**config.mk**
```make
export PLATFORM = sky130hd
export DESIGN_NAME = scope_top
export DESIGN_NICKNAME = d
export VERILOG_FILES = /design/src/source/scope_pkg.sv /design/src/source/scope_acq.sv /design/src/source/scope_dec_avg.sv /design/src/source/scope_edge.sv /design/src/source/scope_regs.sv /design/src/source/scope_top.sv
export SDC_FILE = /design/constraint.sdc
export NUM_CORES = 1
export LEC_CHECK = 0
export BUFFER_PORTS_ARGS = -buffer_cell sky130_fd_sc_hd__buf_2
export CELL_PAD_IN_SITES_DETAIL_PLACEMENT = 1
export CELL_PAD_IN_SITES_GLOBAL_PLACEMENT = 2
export CORE_MARGIN = 2
export CORE_UTILIZATION = 30
export CTS_CLUSTER_DIAMETER = 50
export DETAILED_ROUTE_END_ITERATION = 16
export PLACE_DENSITY_LB_ADDON = 0.1
export SKIP_LAST_GASP = 1
export SYNTH_ARGS = -nofsm -noshare
export SYNTH_HDL_FRONTEND = slang
export SYNTH_SLANG_ARGS = --single-unit
```
**constraint.sdc**
```tcl
create_clock -name bus -period 4.3 [get_ports bus]
set_clock_uncertainty 0.05 [all_clocks]
set_input_delay 0.645 -clock bus [delete_from_list [all_inputs] [get_ports bus]]
set_output_delay 0.645 -clock bus [all_outputs]
set_load 0.02 [all_outputs]
```
**src/source/scope_pkg.sv**
```systemverilog
//////////////////////////////
// shared definitions for the scope
// sample stream beat, system bus
// request and response, register map
// and control word bit positions
//////////////////////////////

package scope_pkg;

  // sample width
  localparam int unsigned smp_w = 14;

  // one stream beat, no back-pressure
  typedef struct packed {
    logic                    vld;
    logic signed [smp_w-1:0] dat;
  } smp_t;

  // system bus widths
  localparam int unsigned bus_aw = 7;
  localparam int unsigned bus_dw = 32;

  // single-cycle request from the master
  typedef struct packed {
    logic              wen;
    logic              ren;
    logic [bus_aw-1:0] addr;
    logic [bus_dw-1:0] wdata;
  } bus_req_t;

  // response, one cycle after the request
  typedef struct packed {
    logic              ack;
    logic [bus_dw-1:0] rdata;
  } bus_rsp_t;

  //////////////////////////////
  // register offsets
  //////////////////////////////
  localparam logic [bus_aw-1:0] reg_ctl        = 7'h00;
  localparam logic [bus_aw-1:0] reg_cfg        = 7'h04;
  localparam logic [bus_aw-1:0] reg_trg        = 7'h08;
  localparam logic [bus_aw-1:0] reg_pre        = 7'h10;
  localparam logic [bus_aw-1:0] reg_pst        = 7'h14;
  localparam logic [bus_aw-1:0] reg_sts_pre    = 7'h18;
  localparam logic [bus_aw-1:0] reg_sts_pst    = 7'h1c;
  localparam logic [bus_aw-1:0] reg_cts_acq_lo = 7'h20;
  localparam logic [bus_aw-1:0] reg_cts_acq_hi = 7'h24;
  localparam logic [bus_aw-1:0] reg_cts_trg_lo = 7'h28;
  localparam logic [bus_aw-1:0] reg_cts_trg_hi = 7'h2c;
  localparam logic [bus_aw-1:0] reg_cts_stp_lo = 7'h30;
  localparam logic [bus_aw-1:0] reg_cts_stp_hi = 7'h34;
  localparam logic [bus_aw-1:0] reg_lvl        = 7'h50;
  localparam logic [bus_aw-1:0] reg_hst        = 7'h54;
  localparam logic [bus_aw-1:0] reg_avg        = 7'h60;
  localparam logic [bus_aw-1:0] reg_dec        = 7'h64;
  localparam logic [bus_aw-1:0] reg_shr        = 7'h68;

  // bits of the control word at reg_ctl
  localparam int unsigned ctl_bit_rst = 0;
  localparam int unsigned ctl_bit_acq = 1;
  localparam int unsigned ctl_bit_stp = 2;
  localparam int unsigned ctl_bit_trg = 3;

endpackage

```
**src/source/scope_acq.sv**
```systemverilog
//////////////////////////////
// acquisition controller
// arm/trigger with pre and post
// counters, timestamps of start,
// trigger and stop, stream forward
//////////////////////////////

`timescale 1ns/1ps

module scope_acq #(
  parameter int unsigned CW = 17,
  parameter int unsigned TN = 4,
  parameter int unsigned TW = 64
) (
  input  logic            bus,
  input  logic            rst_n,
  input  scope_pkg::smp_t sti,
  output scope_pkg::smp_t sto,
  input  logic            ctl_rst,
  input  logic            ctl_acq,
  input  logic            ctl_stp,
  input  logic [TN+1:0]   trg_src,
  input  logic [TN+1:0]   cfg_trg,
  input  logic            cfg_con,
  input  logic [CW-1:0]   cfg_pre,
  input  logic [CW-1:0]   cfg_pst,
  output logic            sts_acq,
  output logic            sts_trg,
  output logic [CW-1:0]   sts_pre,
  output logic [CW-1:0]   sts_pst,
  output logic [TW-1:0]   cts_acq,
  output logic [TW-1:0]   cts_trg,
  output logic [TW-1:0]   cts_stp
);

  logic [TW-1:0]                      cts;
  logic                               trg;
  logic                               armed;
  logic                               pst_done;
  logic                               fwd;
  logic                               vld_q;
  logic signed [scope_pkg::smp_w-1:0] dat_q;

  // free-running time
  always_ff @(posedge bus or negedge rst_n) begin
    if (!rst_n) begin
      cts <= '0;
    end else begin
      cts <= cts + 1'b1;
    end
  end

  // masked trigger sources
  assign trg      = |(trg_src & cfg_trg);
  // pre-trigger window filled
  assign armed    = sts_acq && !sts_trg && (sts_pre == cfg_pre);
  // post-trigger window filled, ignored in continuous mode
  assign pst_done = sts_trg && !cfg_con && (sts_pst == cfg_pst);
  assign fwd      = sts_acq && !pst_done;

  //////////////////////////////
  // acquisition state
  //////////////////////////////
  always_ff @(posedge bus or negedge rst_n) begin
    if (!rst_n) begin
      sts_acq <= 1'b0;
      sts_trg <= 1'b0;
      sts_pre <= '0;
      sts_pst <= '0;
      cts_acq <= '0;
      cts_trg <= '0;
      cts_stp <= '0;
    end else if (ctl_rst) begin
      sts_acq <= 1'b0;
      sts_trg <= 1'b0;
      sts_pre <= '0;
      sts_pst <= '0;
    end else if (ctl_acq) begin
      // start, counters from zero
      sts_acq <= 1'b1;
      sts_trg <= 1'b0;
      sts_pre <= '0;
      sts_pst <= '0;
      cts_acq <= cts;
    end else if (sts_acq) begin
      if (ctl_stp || pst_done) begin
        sts_acq <= 1'b0;
        cts_stp <= cts;
      end else if (armed && trg) begin
        sts_trg <= 1'b1;
        cts_trg <= cts;
      end
      // pre count saturates at cfg_pre
      if (sti.vld && !sts_trg && (sts_pre != cfg_pre)) begin
        sts_pre <= sts_pre + 1'b1;
      end
      if (sti.vld && sts_trg && !pst_done) begin
        sts_pst <= sts_pst + 1'b1;
      end
    end
  end

  // forward beats while acquiring
  always_ff @(posedge bus or negedge rst_n) begin
    if (!rst_n) begin
      vld_q <= 1'b0;
    end else begin
      vld_q <= sti.vld & fwd & ~ctl_rst;
    end
  end

  always_ff @(posedge bus) begin
    dat_q <= sti.dat;
  end

  assign sto.vld = vld_q;
  assign sto.dat = dat_q;

  // post count bounded outside continuous mode
  a_pst_bound: assert property (@(posedge bus) disable iff (!rst_n)
    sts_acq && !cfg_con |-> sts_pst <= cfg_pst);

endmodule

```
**src/source/scope_dec_avg.sv**
```systemverilog
//////////////////////////////
// decimator, one beat per group
// of N input beats, optional
// sum-and-shift averaging
//////////////////////////////

`timescale 1ns/1ps

module scope_dec_avg #(
  parameter int unsigned DCW = 17,
  parameter int unsigned DSW = 4
) (
  input  logic                bus,
  input  logic                rst_n,
  input  logic                ctl_rst,
  input  logic                cfg_avg,
  input  logic [DCW-1:0]      cfg_dec,
  input  logic [DSW-1:0]      cfg_shr,
  input  scope_pkg::smp_t     sti,
  output scope_pkg::smp_t     sto
);

  // sum of up to 2^DCW samples fits here
  localparam int unsigned SUMW = scope_pkg::smp_w + DCW;

  logic [DCW-1:0]                    dec_n;
  logic [DCW-1:0]                    cnt_q;
  logic                              cnt_lst;
  logic signed [SUMW-1:0]            sum_q;
  logic signed [SUMW-1:0]            sum_nxt;
  logic signed [SUMW-1:0]            sum_shr;
  logic                              vld_q;
  logic signed [scope_pkg::smp_w-1:0] dat_q;

  // zero factor behaves as one
  assign dec_n   = (cfg_dec == '0) ? DCW'(1) : cfg_dec;
  assign cnt_lst = (cnt_q == dec_n - 1'b1);

  // running sum including current beat
  assign sum_nxt = sum_q + $signed(sti.dat);
  assign sum_shr = sum_nxt >>> cfg_shr;

  // group counter and accumulator
  always_ff @(posedge bus or negedge rst_n) begin
    if (!rst_n) begin
      cnt_q <= '0;
      sum_q <= '0;
      vld_q <= 1'b0;
    end else if (ctl_rst) begin
      // fresh group
      cnt_q <= '0;
      sum_q <= '0;
      vld_q <= 1'b0;
    end else begin
      vld_q <= sti.vld & cnt_lst;
      if (sti.vld) begin
        if (cnt_lst) begin
          cnt_q <= '0;
          sum_q <= '0;
        end else begin
          cnt_q <= cnt_q + 1'b1;
          sum_q <= sum_nxt;
        end
      end
    end
  end

  // output sample, truncated average or last sample
  always_ff @(posedge bus) begin
    if (sti.vld && cnt_lst) begin
      dat_q <= cfg_avg ? sum_shr[scope_pkg::smp_w-1:0] : sti.dat;
    end
  end

  assign sto.vld = vld_q;
  assign sto.dat = dat_q;

  // one output beat per group
  a_no_back_to_back: assert property (@(posedge bus) disable iff (!rst_n)
    (cfg_dec > DCW'(1)) && sto.vld |=> !sto.vld);

endmodule

```
**src/source/scope_edge.sv**
```systemverilog
//////////////////////////////
// rising edge detector with level
// and hysteresis, Schmitt style,
// on the decimated stream
//////////////////////////////

`timescale 1ns/1ps

module scope_edge (
  input  logic                               bus,
  input  logic                               rst_n,
  input  logic                               ctl_rst,
  input  logic signed [scope_pkg::smp_w-1:0] cfg_lvl,
  input  logic [scope_pkg::smp_w-1:0]        cfg_hst,
  input  scope_pkg::smp_t                    str,
  output logic                               trg_out
);

  // two extra bits so level minus hysteresis cannot wrap
  localparam int unsigned XW = scope_pkg::smp_w + 2;

  logic signed [XW-1:0] thr_lo;
  logic signed [XW-1:0] thr_hi;
  logic signed [XW-1:0] smp;
  logic                 below;
  logic                 above;
  logic                 armed_q;

  assign thr_hi = XW'(cfg_lvl);
  assign thr_lo = thr_hi - $signed({2'b00, cfg_hst});
  assign smp    = XW'(str.dat);

  // arm below the lower threshold
  assign below = (smp < thr_lo);
  // fire at or above the level
  assign above = (smp >= thr_hi);

  //////////////////////////////
  // arm and fire
  //////////////////////////////
  always_ff @(posedge bus or negedge rst_n) begin
    if (!rst_n) begin
      armed_q <= 1'b0;
      trg_out <= 1'b0;
    end else if (ctl_rst) begin
      armed_q <= 1'b0;
      trg_out <= 1'b0;
    end else begin
      // strobe lasts one cycle
      trg_out <= 1'b0;
      if (str.vld) begin
        if (armed_q && above) begin
          trg_out <= 1'b1;
          armed_q <= 1'b0;
        end else if (below) begin
          armed_q <= 1'b1;
        end
      end
    end
  end

endmodule

```
**src/source/scope_regs.sv**
```systemverilog
//////////////////////////////
// register slave on the system bus
// configuration registers, control
// strobes from the control word and
// registered status readback
//////////////////////////////

`timescale 1ns/1ps

module scope_regs #(
  parameter int unsigned DCW = 17,
  parameter int unsigned DSW = 4,
  parameter int unsigned CW  = 17,
  parameter int unsigned TN  = 4,
  parameter int unsigned TW  = 64
) (
  input  logic                                bus,
  input  logic                                rst_n,
  input  scope_pkg::bus_req_t                 bus_req,
  output scope_pkg::bus_rsp_t                 bus_rsp,
  // configuration
  output logic                                cfg_con,
  output logic [TN+1:0]                       cfg_trg,
  output logic [CW-1:0]                       cfg_pre,
  output logic [CW-1:0]                       cfg_pst,
  output logic signed [scope_pkg::smp_w-1:0]  cfg_lvl,
  output logic [scope_pkg::smp_w-1:0]         cfg_hst,
  output logic                                cfg_avg,
  output logic [DCW-1:0]                      cfg_dec,
  output logic [DSW-1:0]                      cfg_shr,
  // control strobes
  output logic                                ctl_rst,
  output logic                                ctl_acq,
  output logic                                ctl_stp,
  output logic                                trg_swo,
  // status and timestamps
  input  logic                                sts_acq,
  input  logic                                sts_trg,
  input  logic [CW-1:0]                       sts_pre,
  input  logic [CW-1:0]                       sts_pst,
  input  logic [TW-1:0]                       cts_acq,
  input  logic [TW-1:0]                       cts_trg,
  input  logic [TW-1:0]                       cts_stp
);

  localparam int unsigned DW = scope_pkg::bus_dw;

  logic          wr_ctl;
  logic          ack_q;
  logic [DW-1:0] rdata_q;
  logic [DW-1:0] rd_mux;

  //////////////////////////////
  // control strobes
  //////////////////////////////
  // combinational, same cycle as wen
  assign wr_ctl  = bus_req.wen && (bus_req.addr == scope_pkg::reg_ctl);
  assign ctl_rst = wr_ctl & bus_req.wdata[scope_pkg::ctl_bit_rst];
  assign ctl_acq = wr_ctl & bus_req.wdata[scope_pkg::ctl_bit_acq];
  assign ctl_stp = wr_ctl & bus_req.wdata[scope_pkg::ctl_bit_stp];
  assign trg_swo = wr_ctl & bus_req.wdata[scope_pkg::ctl_bit_trg];

  // write decode, fields masked to width
  always_ff @(posedge bus or negedge rst_n) begin
    if (!rst_n) begin
      cfg_con <= 1'b0;
      cfg_trg <= '0;
      cfg_pre <= '0;
      cfg_pst <= '0;
      cfg_lvl <= '0;
      cfg_hst <= '0;
      cfg_avg <= 1'b0;
      cfg_dec <= '0;
      cfg_shr <= '0;
    end else if (bus_req.wen) begin
      case (bus_req.addr)
        scope_pkg::reg_cfg: cfg_con <= bus_req.wdata[0];
        scope_pkg::reg_trg: cfg_trg <= bus_req.wdata[TN+1:0];
        scope_pkg::reg_pre: cfg_pre <= bus_req.wdata[CW-1:0];
        scope_pkg::reg_pst: cfg_pst <= bus_req.wdata[CW-1:0];
        scope_pkg::reg_lvl: cfg_lvl <= bus_req.wdata[scope_pkg::smp_w-1:0];
        scope_pkg::reg_hst: cfg_hst <= bus_req.wdata[scope_pkg::smp_w-1:0];
        scope_pkg::reg_avg: cfg_avg <= bus_req.wdata[0];
        scope_pkg::reg_dec: cfg_dec <= bus_req.wdata[DCW-1:0];
        scope_pkg::reg_shr: cfg_shr <= bus_req.wdata[DSW-1:0];
        default: ;
      endcase
    end
  end

  //////////////////////////////
  // read access
  //////////////////////////////
  always_comb begin
    case (bus_req.addr)
      // acquiring, idle, triggered
      scope_pkg::reg_ctl:        rd_mux = DW'({sts_trg, ~sts_acq, sts_acq, 1'b0});
      scope_pkg::reg_cfg:        rd_mux = DW'(cfg_con);
      scope_pkg::reg_trg:        rd_mux = DW'(cfg_trg);
      scope_pkg::reg_pre:        rd_mux = DW'(cfg_pre);
      scope_pkg::reg_pst:        rd_mux = DW'(cfg_pst);
      scope_pkg::reg_sts_pre:    rd_mux = DW'(sts_pre);
      scope_pkg::reg_sts_pst:    rd_mux = DW'(sts_pst);
      // 64-bit timestamps as word pairs
      scope_pkg::reg_cts_acq_lo: rd_mux = DW'(cts_acq);
      scope_pkg::reg_cts_acq_hi: rd_mux = DW'(cts_acq >> DW);
      scope_pkg::reg_cts_trg_lo: rd_mux = DW'(cts_trg);
      scope_pkg::reg_cts_trg_hi: rd_mux = DW'(cts_trg >> DW);
      scope_pkg::reg_cts_stp_lo: rd_mux = DW'(cts_stp);
      scope_pkg::reg_cts_stp_hi: rd_mux = DW'(cts_stp >> DW);
      // level reads back zero padded
      scope_pkg::reg_lvl:        rd_mux = DW'($unsigned(cfg_lvl));
      scope_pkg::reg_hst:        rd_mux = DW'(cfg_hst);
      scope_pkg::reg_avg:        rd_mux = DW'(cfg_avg);
      scope_pkg::reg_dec:        rd_mux = DW'(cfg_dec);
      scope_pkg::reg_shr:        rd_mux = DW'(cfg_shr);
      default:                   rd_mux = '0;
    endcase
  end

  // ack one cycle after any request
  always_ff @(posedge bus or negedge rst_n) begin
    if (!rst_n) begin
      ack_q <= 1'b0;
    end else begin
      ack_q <= bus_req.wen | bus_req.ren;
    end
  end

  // read data valid with ack
  always_ff @(posedge bus) begin
    rdata_q <= bus_req.ren ? rd_mux : '0;
  end

  assign bus_rsp.ack   = ack_q;
  assign bus_rsp.rdata = rdata_q;

  // ack only after a request with exactly one of wen and ren
  a_ack_after_req: assert property (@(posedge bus) disable iff (!rst_n)
    bus_rsp.ack |-> $past(bus_req.wen ^ bus_req.ren));

endmodule

```
**src/source/scope_top.sv**
```systemverilog
//////////////////////////////
// scope acquisition top level
// register slave, decimator,
// edge detector, acquisition
//////////////////////////////

`timescale 1ns/1ps

module scope_top #(
  parameter int unsigned DCW = 17,
  parameter int unsigned DSW = 4,
  parameter int unsigned CW  = 17,
  parameter int unsigned TN  = 4,
  parameter int unsigned TW  = 64
) (
  input  logic                bus,
  input  logic                rst_n,
  input  scope_pkg::bus_req_t bus_req,
  output scope_pkg::bus_rsp_t bus_rsp,
  input  scope_pkg::smp_t     sti,
  output scope_pkg::smp_t     sto,
  input  logic [TN-1:0]       trg_ext,
  output logic                trg_swo,
  output logic                trg_out
);

  // decimated stream
  scope_pkg::smp_t std;

  // configuration
  logic                               cfg_con;
  logic [TN+1:0]                      cfg_trg;
  logic [CW-1:0]                      cfg_pre;
  logic [CW-1:0]                      cfg_pst;
  logic signed [scope_pkg::smp_w-1:0] cfg_lvl;
  logic [scope_pkg::smp_w-1:0]        cfg_hst;
  logic                               cfg_avg;
  logic [DCW-1:0]                     cfg_dec;
  logic [DSW-1:0]                     cfg_shr;
  // control and status
  logic                               ctl_rst;
  logic                               ctl_acq;
  logic                               ctl_stp;
  logic                               sts_acq;
  logic                               sts_trg;
  logic [CW-1:0]                      sts_pre;
  logic [CW-1:0]                      sts_pst;
  logic [TW-1:0]                      cts_acq;
  logic [TW-1:0]                      cts_trg;
  logic [TW-1:0]                      cts_stp;
  // software, edge, then external
  logic [TN+1:0]                      trg_src;

  assign trg_src = {trg_ext, trg_out, trg_swo};

  //////////////////////////////
  // instances
  //////////////////////////////
  scope_regs #(.DCW(DCW), .DSW(DSW), .CW(CW), .TN(TN), .TW(TW)) i_regs (
    .bus, .rst_n, .bus_req, .bus_rsp,
    .cfg_con, .cfg_trg, .cfg_pre, .cfg_pst, .cfg_lvl, .cfg_hst,
    .cfg_avg, .cfg_dec, .cfg_shr,
    .ctl_rst, .ctl_acq, .ctl_stp, .trg_swo,
    .sts_acq, .sts_trg, .sts_pre, .sts_pst, .cts_acq, .cts_trg, .cts_stp
  );

  scope_dec_avg #(.DCW(DCW), .DSW(DSW)) i_dec_avg (
    .bus, .rst_n, .ctl_rst, .cfg_avg, .cfg_dec, .cfg_shr,
    .sti, .sto(std)
  );

  // edge detector monitors the decimated stream
  scope_edge i_edge (
    .bus, .rst_n, .ctl_rst, .cfg_lvl, .cfg_hst, .str(std), .trg_out
  );

  scope_acq #(.CW(CW), .TN(TN), .TW(TW)) i_acq (
    .bus, .rst_n, .sti(std), .sto,
    .ctl_rst, .ctl_acq, .ctl_stp, .trg_src, .cfg_trg,
    .cfg_con, .cfg_pre, .cfg_pst,
    .sts_acq, .sts_trg, .sts_pre, .sts_pst, .cts_acq, .cts_trg, .cts_stp
  );

endmodule

```
==> impl_summary.txt <==
----------------------------------------------------
[Timing]
  Post-route worst setup slack ... 0.08288 ns
  FMAX ... 0.2371 GHz
  Final setup violation count ... 0
  Ratio of final minimum period to clock period ... 0.9807
  Number of hold-slack violations in the final timing report ... 0
  Worst slew margin ... 0.1646
  Sum of negative setup slack ... 0 ns
  Least-Margin Pin Slew ... 1.249 ns
  Max-slew violation total from the final report ... 0
  Final worst path period need ... 4.217 ns
  Hold_ws ... 0.3073 ns
  Unrepaired setup endpoints after global routing ... yes

[Yosys]
  Count of warnings emitted by yosys ... 0
  Unique cell type count in the Yosys netlist ... 80
  Post-synthesis net count ... 2447
  Netlist area before placement ... 25470 µm²
  Post-synthesis cell type with the largest combined area ... sky130_fd_sc_hd__dfrtp_1
  Proportion of netlist area held by the largest area contributor ... 0.4263
  Most instantiated library cell after synthesis ... sky130_fd_sc_hd__dfrtp_1
  Number of instances in the synthesized netlist ... 2306
  Fraction of registers with async set or reset after synthesis ... 0.8785
  Top FF cell, synth ... sky130_fd_sc_hd__dfrtp_1
  Sequential share of the synthesized area ... 0.4790
  Flop and latch count out of synthesis ... 494
  Most area-consuming cells after synthesis ... sky130_fd_sc_hd__dfrtp_1 43%, sky130_fd_sc_hd__mux2_2 13%, sky130_fd_sc_hd__ha_1 3.8%
  Synth top cells by count ... 434 x sky130_fd_sc_hd__dfrtp_1, 283 x sky130_fd_sc_hd__mux2_2, 127 x sky130_fd_sc_hd__nand2_1
  Synthesized area divided by synthesized cell count ... 11.05 µm²
  Number of synthesized flops with an enable pin ... 14

[Worst setup path]
  Data arrival at the endpoint of the critical path ... 4.51 ns
  Worst setup path start ... i_regs.cfg_dec[12]$_DFFE_PN0P_
  CP cell instances ... or4_4, nor4_4, buf_4, a21oi_2, ha_2, nor3b_4, nand4_1, xnor2_1, or3_1, or3_4, a2111oi_4, buf_4, buf_4, nand2_4, nor2_4, buf_12
  Max Fanout on Critical Path ... 14
  End of the worst register-to-register path ... i_dec_avg.dat_q[13]$_DFFE_PP_
  Dominant cell type by count on the critical path ... sky130_fd_sc_hd__buf_4
  Startpoint class of the critical path ... flip-flop
  Kind of end point of the critical path ... flip-flop
  Cell with the biggest individual delay on the critical path ... sky130_fd_sc_hd__or4_4
  Internal reg-to-reg setup slack ... 0.08 ns
  CP Class ... reg2reg
  Start of the worst register-to-register path ... i_regs.cfg_dec[12]$_DFFE_PN0P_
  Register-to-Register Path Depth ... 16
  Critical path data required time ... 4.60 ns
  Max incr delay on CP ... 0.61 ns

[GRT]
  Largest net degree at the start of global routing ... 121
  Number of global-route vias before repair ... 20810
  Total overflow reported by the global router ... 0
  Wire length of the first global-routing pass ... 139.9 mm
  Number of antenna violations at the first check in global routing ... 1
  Total global-route track usage ... 0.2156

[Clock network]
  CTS Root Buffer Type ... sky130_fd_sc_hd__clkbuf_16
  Clock transition time at the flip-flop clock pins of the worst setup and hold paths ... 0.05 ns
  Maximum level of the CTS H-tree ... 3
  Number of clock sinks ... 494
  Clock tree from TritonCTS ... built
  Number of buffers between clock root and the deepest sink ... 3
  Worst-skew pair later-pin latency ... 0.65 ns
  CTS Buf Count ... 84

[Floorplanning]
  Ports ... 112
  Placeable core area ... 83820 µm²
  DIE AREA ... 87260 µm²
  Starting Density ... 0.3039
  Die outline height ... 295.4 µm
  Site Rows ... 106
  X dimension of the die ... 295.4 µm

[Routing]
  Detailed-routing iteration count for the pre-antenna-repair pass ... 6
  Ratio of routed vias to standard cells ... 5.314
  Via count ... 19740
  Iteration-0 DRC Markers ... 1199
  DRC violation count after routing ... 0
  Number of routed nets with antenna violations ... 0
  Final wirelength ... 93.78 mm
  Average routed wire per standard cell ... 25.24 µm

[Finish]
  Fill cells ... 9139
  Sequential cell area in the final layout ... 12200 µm²
  Fraction of layout cells with a size suffix above 1 ... 0.2771
  Count of nets after finishing ... 2649
  Final cell count without fillers ... 3715
  Multi-input gate area in the final layout ... 12680 µm²
  P&R area growth vs syn ... 23.77%

[Power and ir drop]
  Total power per unit cell area ... 549.5 nW/µm²
  VDD IR-drop max ... 0.2938 mV
  Total power draw ... 17320 µW
  Leak Pwr ... 0.01417 µW

[Min path]
  Type of the worst min-delay path ... in2reg
  Hold Path End ... i_regs.cfg_dec[15]$_DFFE_PN0P_
  Instance count along the most critical hold path ... 2
  Startpoint of the tightest hold check path ... bus_req[15]

[Placed design]
  Number of buffers inserted by port buffering ... 96
  Dpl hpwl ... 67.52 mm
  Worst slack, placed ... -0.1810 ns
  Total placed cells including tap cells ... 3546
  Last weighted congestion value of the routability-driven placer ... 0.8136

[Run status]
  Status ... finished, final reports clean

[Job]
  Max capacitance violation total ... 0

----------------------------------------------------
==> power breakdown <==
group	switching, µW	leakage [µW]	total, µW	internal, µW
Combinational	2620	0.00635	4600	1980
Sequential	330	0.00631	5280	4950
Clock	2600	0.00151	7450	4850
Total	5550	0.0142	17300	11800
==> per-layer routing <==
layer	GRT usage	vias to the layer above	wire length [µm]
met2	0.3453	359	43410
met1	0.3010	10250	44280
met3	0.02864	134	3366
met5	0	-	0
li1	-	8996	-
met4	0.06896	0	2722
==> layout make-up <==
cell class / count / share of cell area
multi-input combinational: 1619 / 0.4021
sequential: 494 / 0.3870
clock buffer: 109 / 0.07520
timing repair buffer: 240 / 0.05750
tap: 1134 / 0.04500
clock inverter: 49 / 0.02484
inverter: 69 / 0.008215
antenna: 1 / 0.00007937
==> kinds of logic (layout without fill, tap and decap cells) <==
kind of cell,after synthesis,count (layout),share of synthesized area
AND/OR/NAND/NOR,535,535,0.1048
AO/OA/AOI/OAI,506,506,0.1424
flip-flops,494,494,0.4790
multiplexers,323,323,0.1438
buffers and inverters,193,467,0.03016
XOR/XNOR,176,176,0.06051
adder cells (fa/ha/maj),79,79,0.03939
other,0,1,0
==> stage by stage <==
stage               area, µm²    util
global placement        28140  0.3357
CTS                     31320  0.3736
global route            31530  0.3761
finish                  31530  0.3761
detailed placement      28140  0.3357
floorplan               25480       -
==> layout by cell type (no fill, tap or decap), types with 71 or more instances in the layout <==
master,Yosys,routed
sky130_fd_sc_hd__a21oi_1,73,71
sky130_fd_sc_hd__a22oi_1,76,76
sky130_fd_sc_hd__buf_2,2,95
sky130_fd_sc_hd__buf_4,3,124
sky130_fd_sc_hd__clkbuf_16,0,90
sky130_fd_sc_hd__dfrtp_1,434,434
sky130_fd_sc_hd__ha_1,77,76
sky130_fd_sc_hd__mux2_2,283,283
sky130_fd_sc_hd__nand2_1,127,126
sky130_fd_sc_hd__nor2_1,124,115
sky130_fd_sc_hd__xnor2_1,94,93
sky130_fd_sc_hd__xor2_1,82,82
==> worst max-delay path by stage <==
stage,endpoint,slack [ns],depth (start not counted)
floorplan,i_dec_avg.dat_q[0]$_DFFE_PP_,0.11,14
global placement,i_dec_avg.dat_q[0]$_DFFE_PP_,-0.14,14
detailed placement,i_dec_avg.cnt_q[16]$_DFFE_PN0P_,-0.18,15
CTS,i_dec_avg.cnt_q[16]$_DFFE_PN0P_,0.05,15
global route,i_dec_avg.dat_q[13]$_DFFE_PP_,-0.07,16
finish,i_dec_avg.dat_q[13]$_DFFE_PP_,0.08,16
==> critical path, delay by kind of cell (launching register included) <==
kind	cells	cell delay [ns]
AO/OA/AOI/OAI	2	0.37
XOR/XNOR	1	0.10
adder cells (fa/ha/maj)	1	0.21
buffers and inverters	4	0.60
flip-flops	1	0.39
AND/OR/NAND/NOR	8	2.18
==> what timing repair did <==
action / 4_1_cts / 5_1_grt
cloned: 0 / 3
hold endpoints to repair: 24 / 0
pin swaps: 1 / 9
hold buffers: 1 / 0
endpoints found under the setup margin: 57 / 62
resized for setup: 4 / 18
setup buffers: 0 / 6
==> state kept, by name (all words and copies together) (netlist names), 17 cells and up <==
name	cells
i_regs.cfg_dec	17
i_acq.sts_pre	17
i_acq.cts_trg	64
i_dec_avg.cnt_q	17
i_acq.cts_stp	64
i_regs.cfg_pre	17
i_acq.sts_pst	17
i_regs.cfg_pst	17
i_dec_avg.sum_q	29
i_regs.rdata_q	32
i_acq.cts_acq	64
i_acq.cts	64
(Power assumes the default switching activity.)
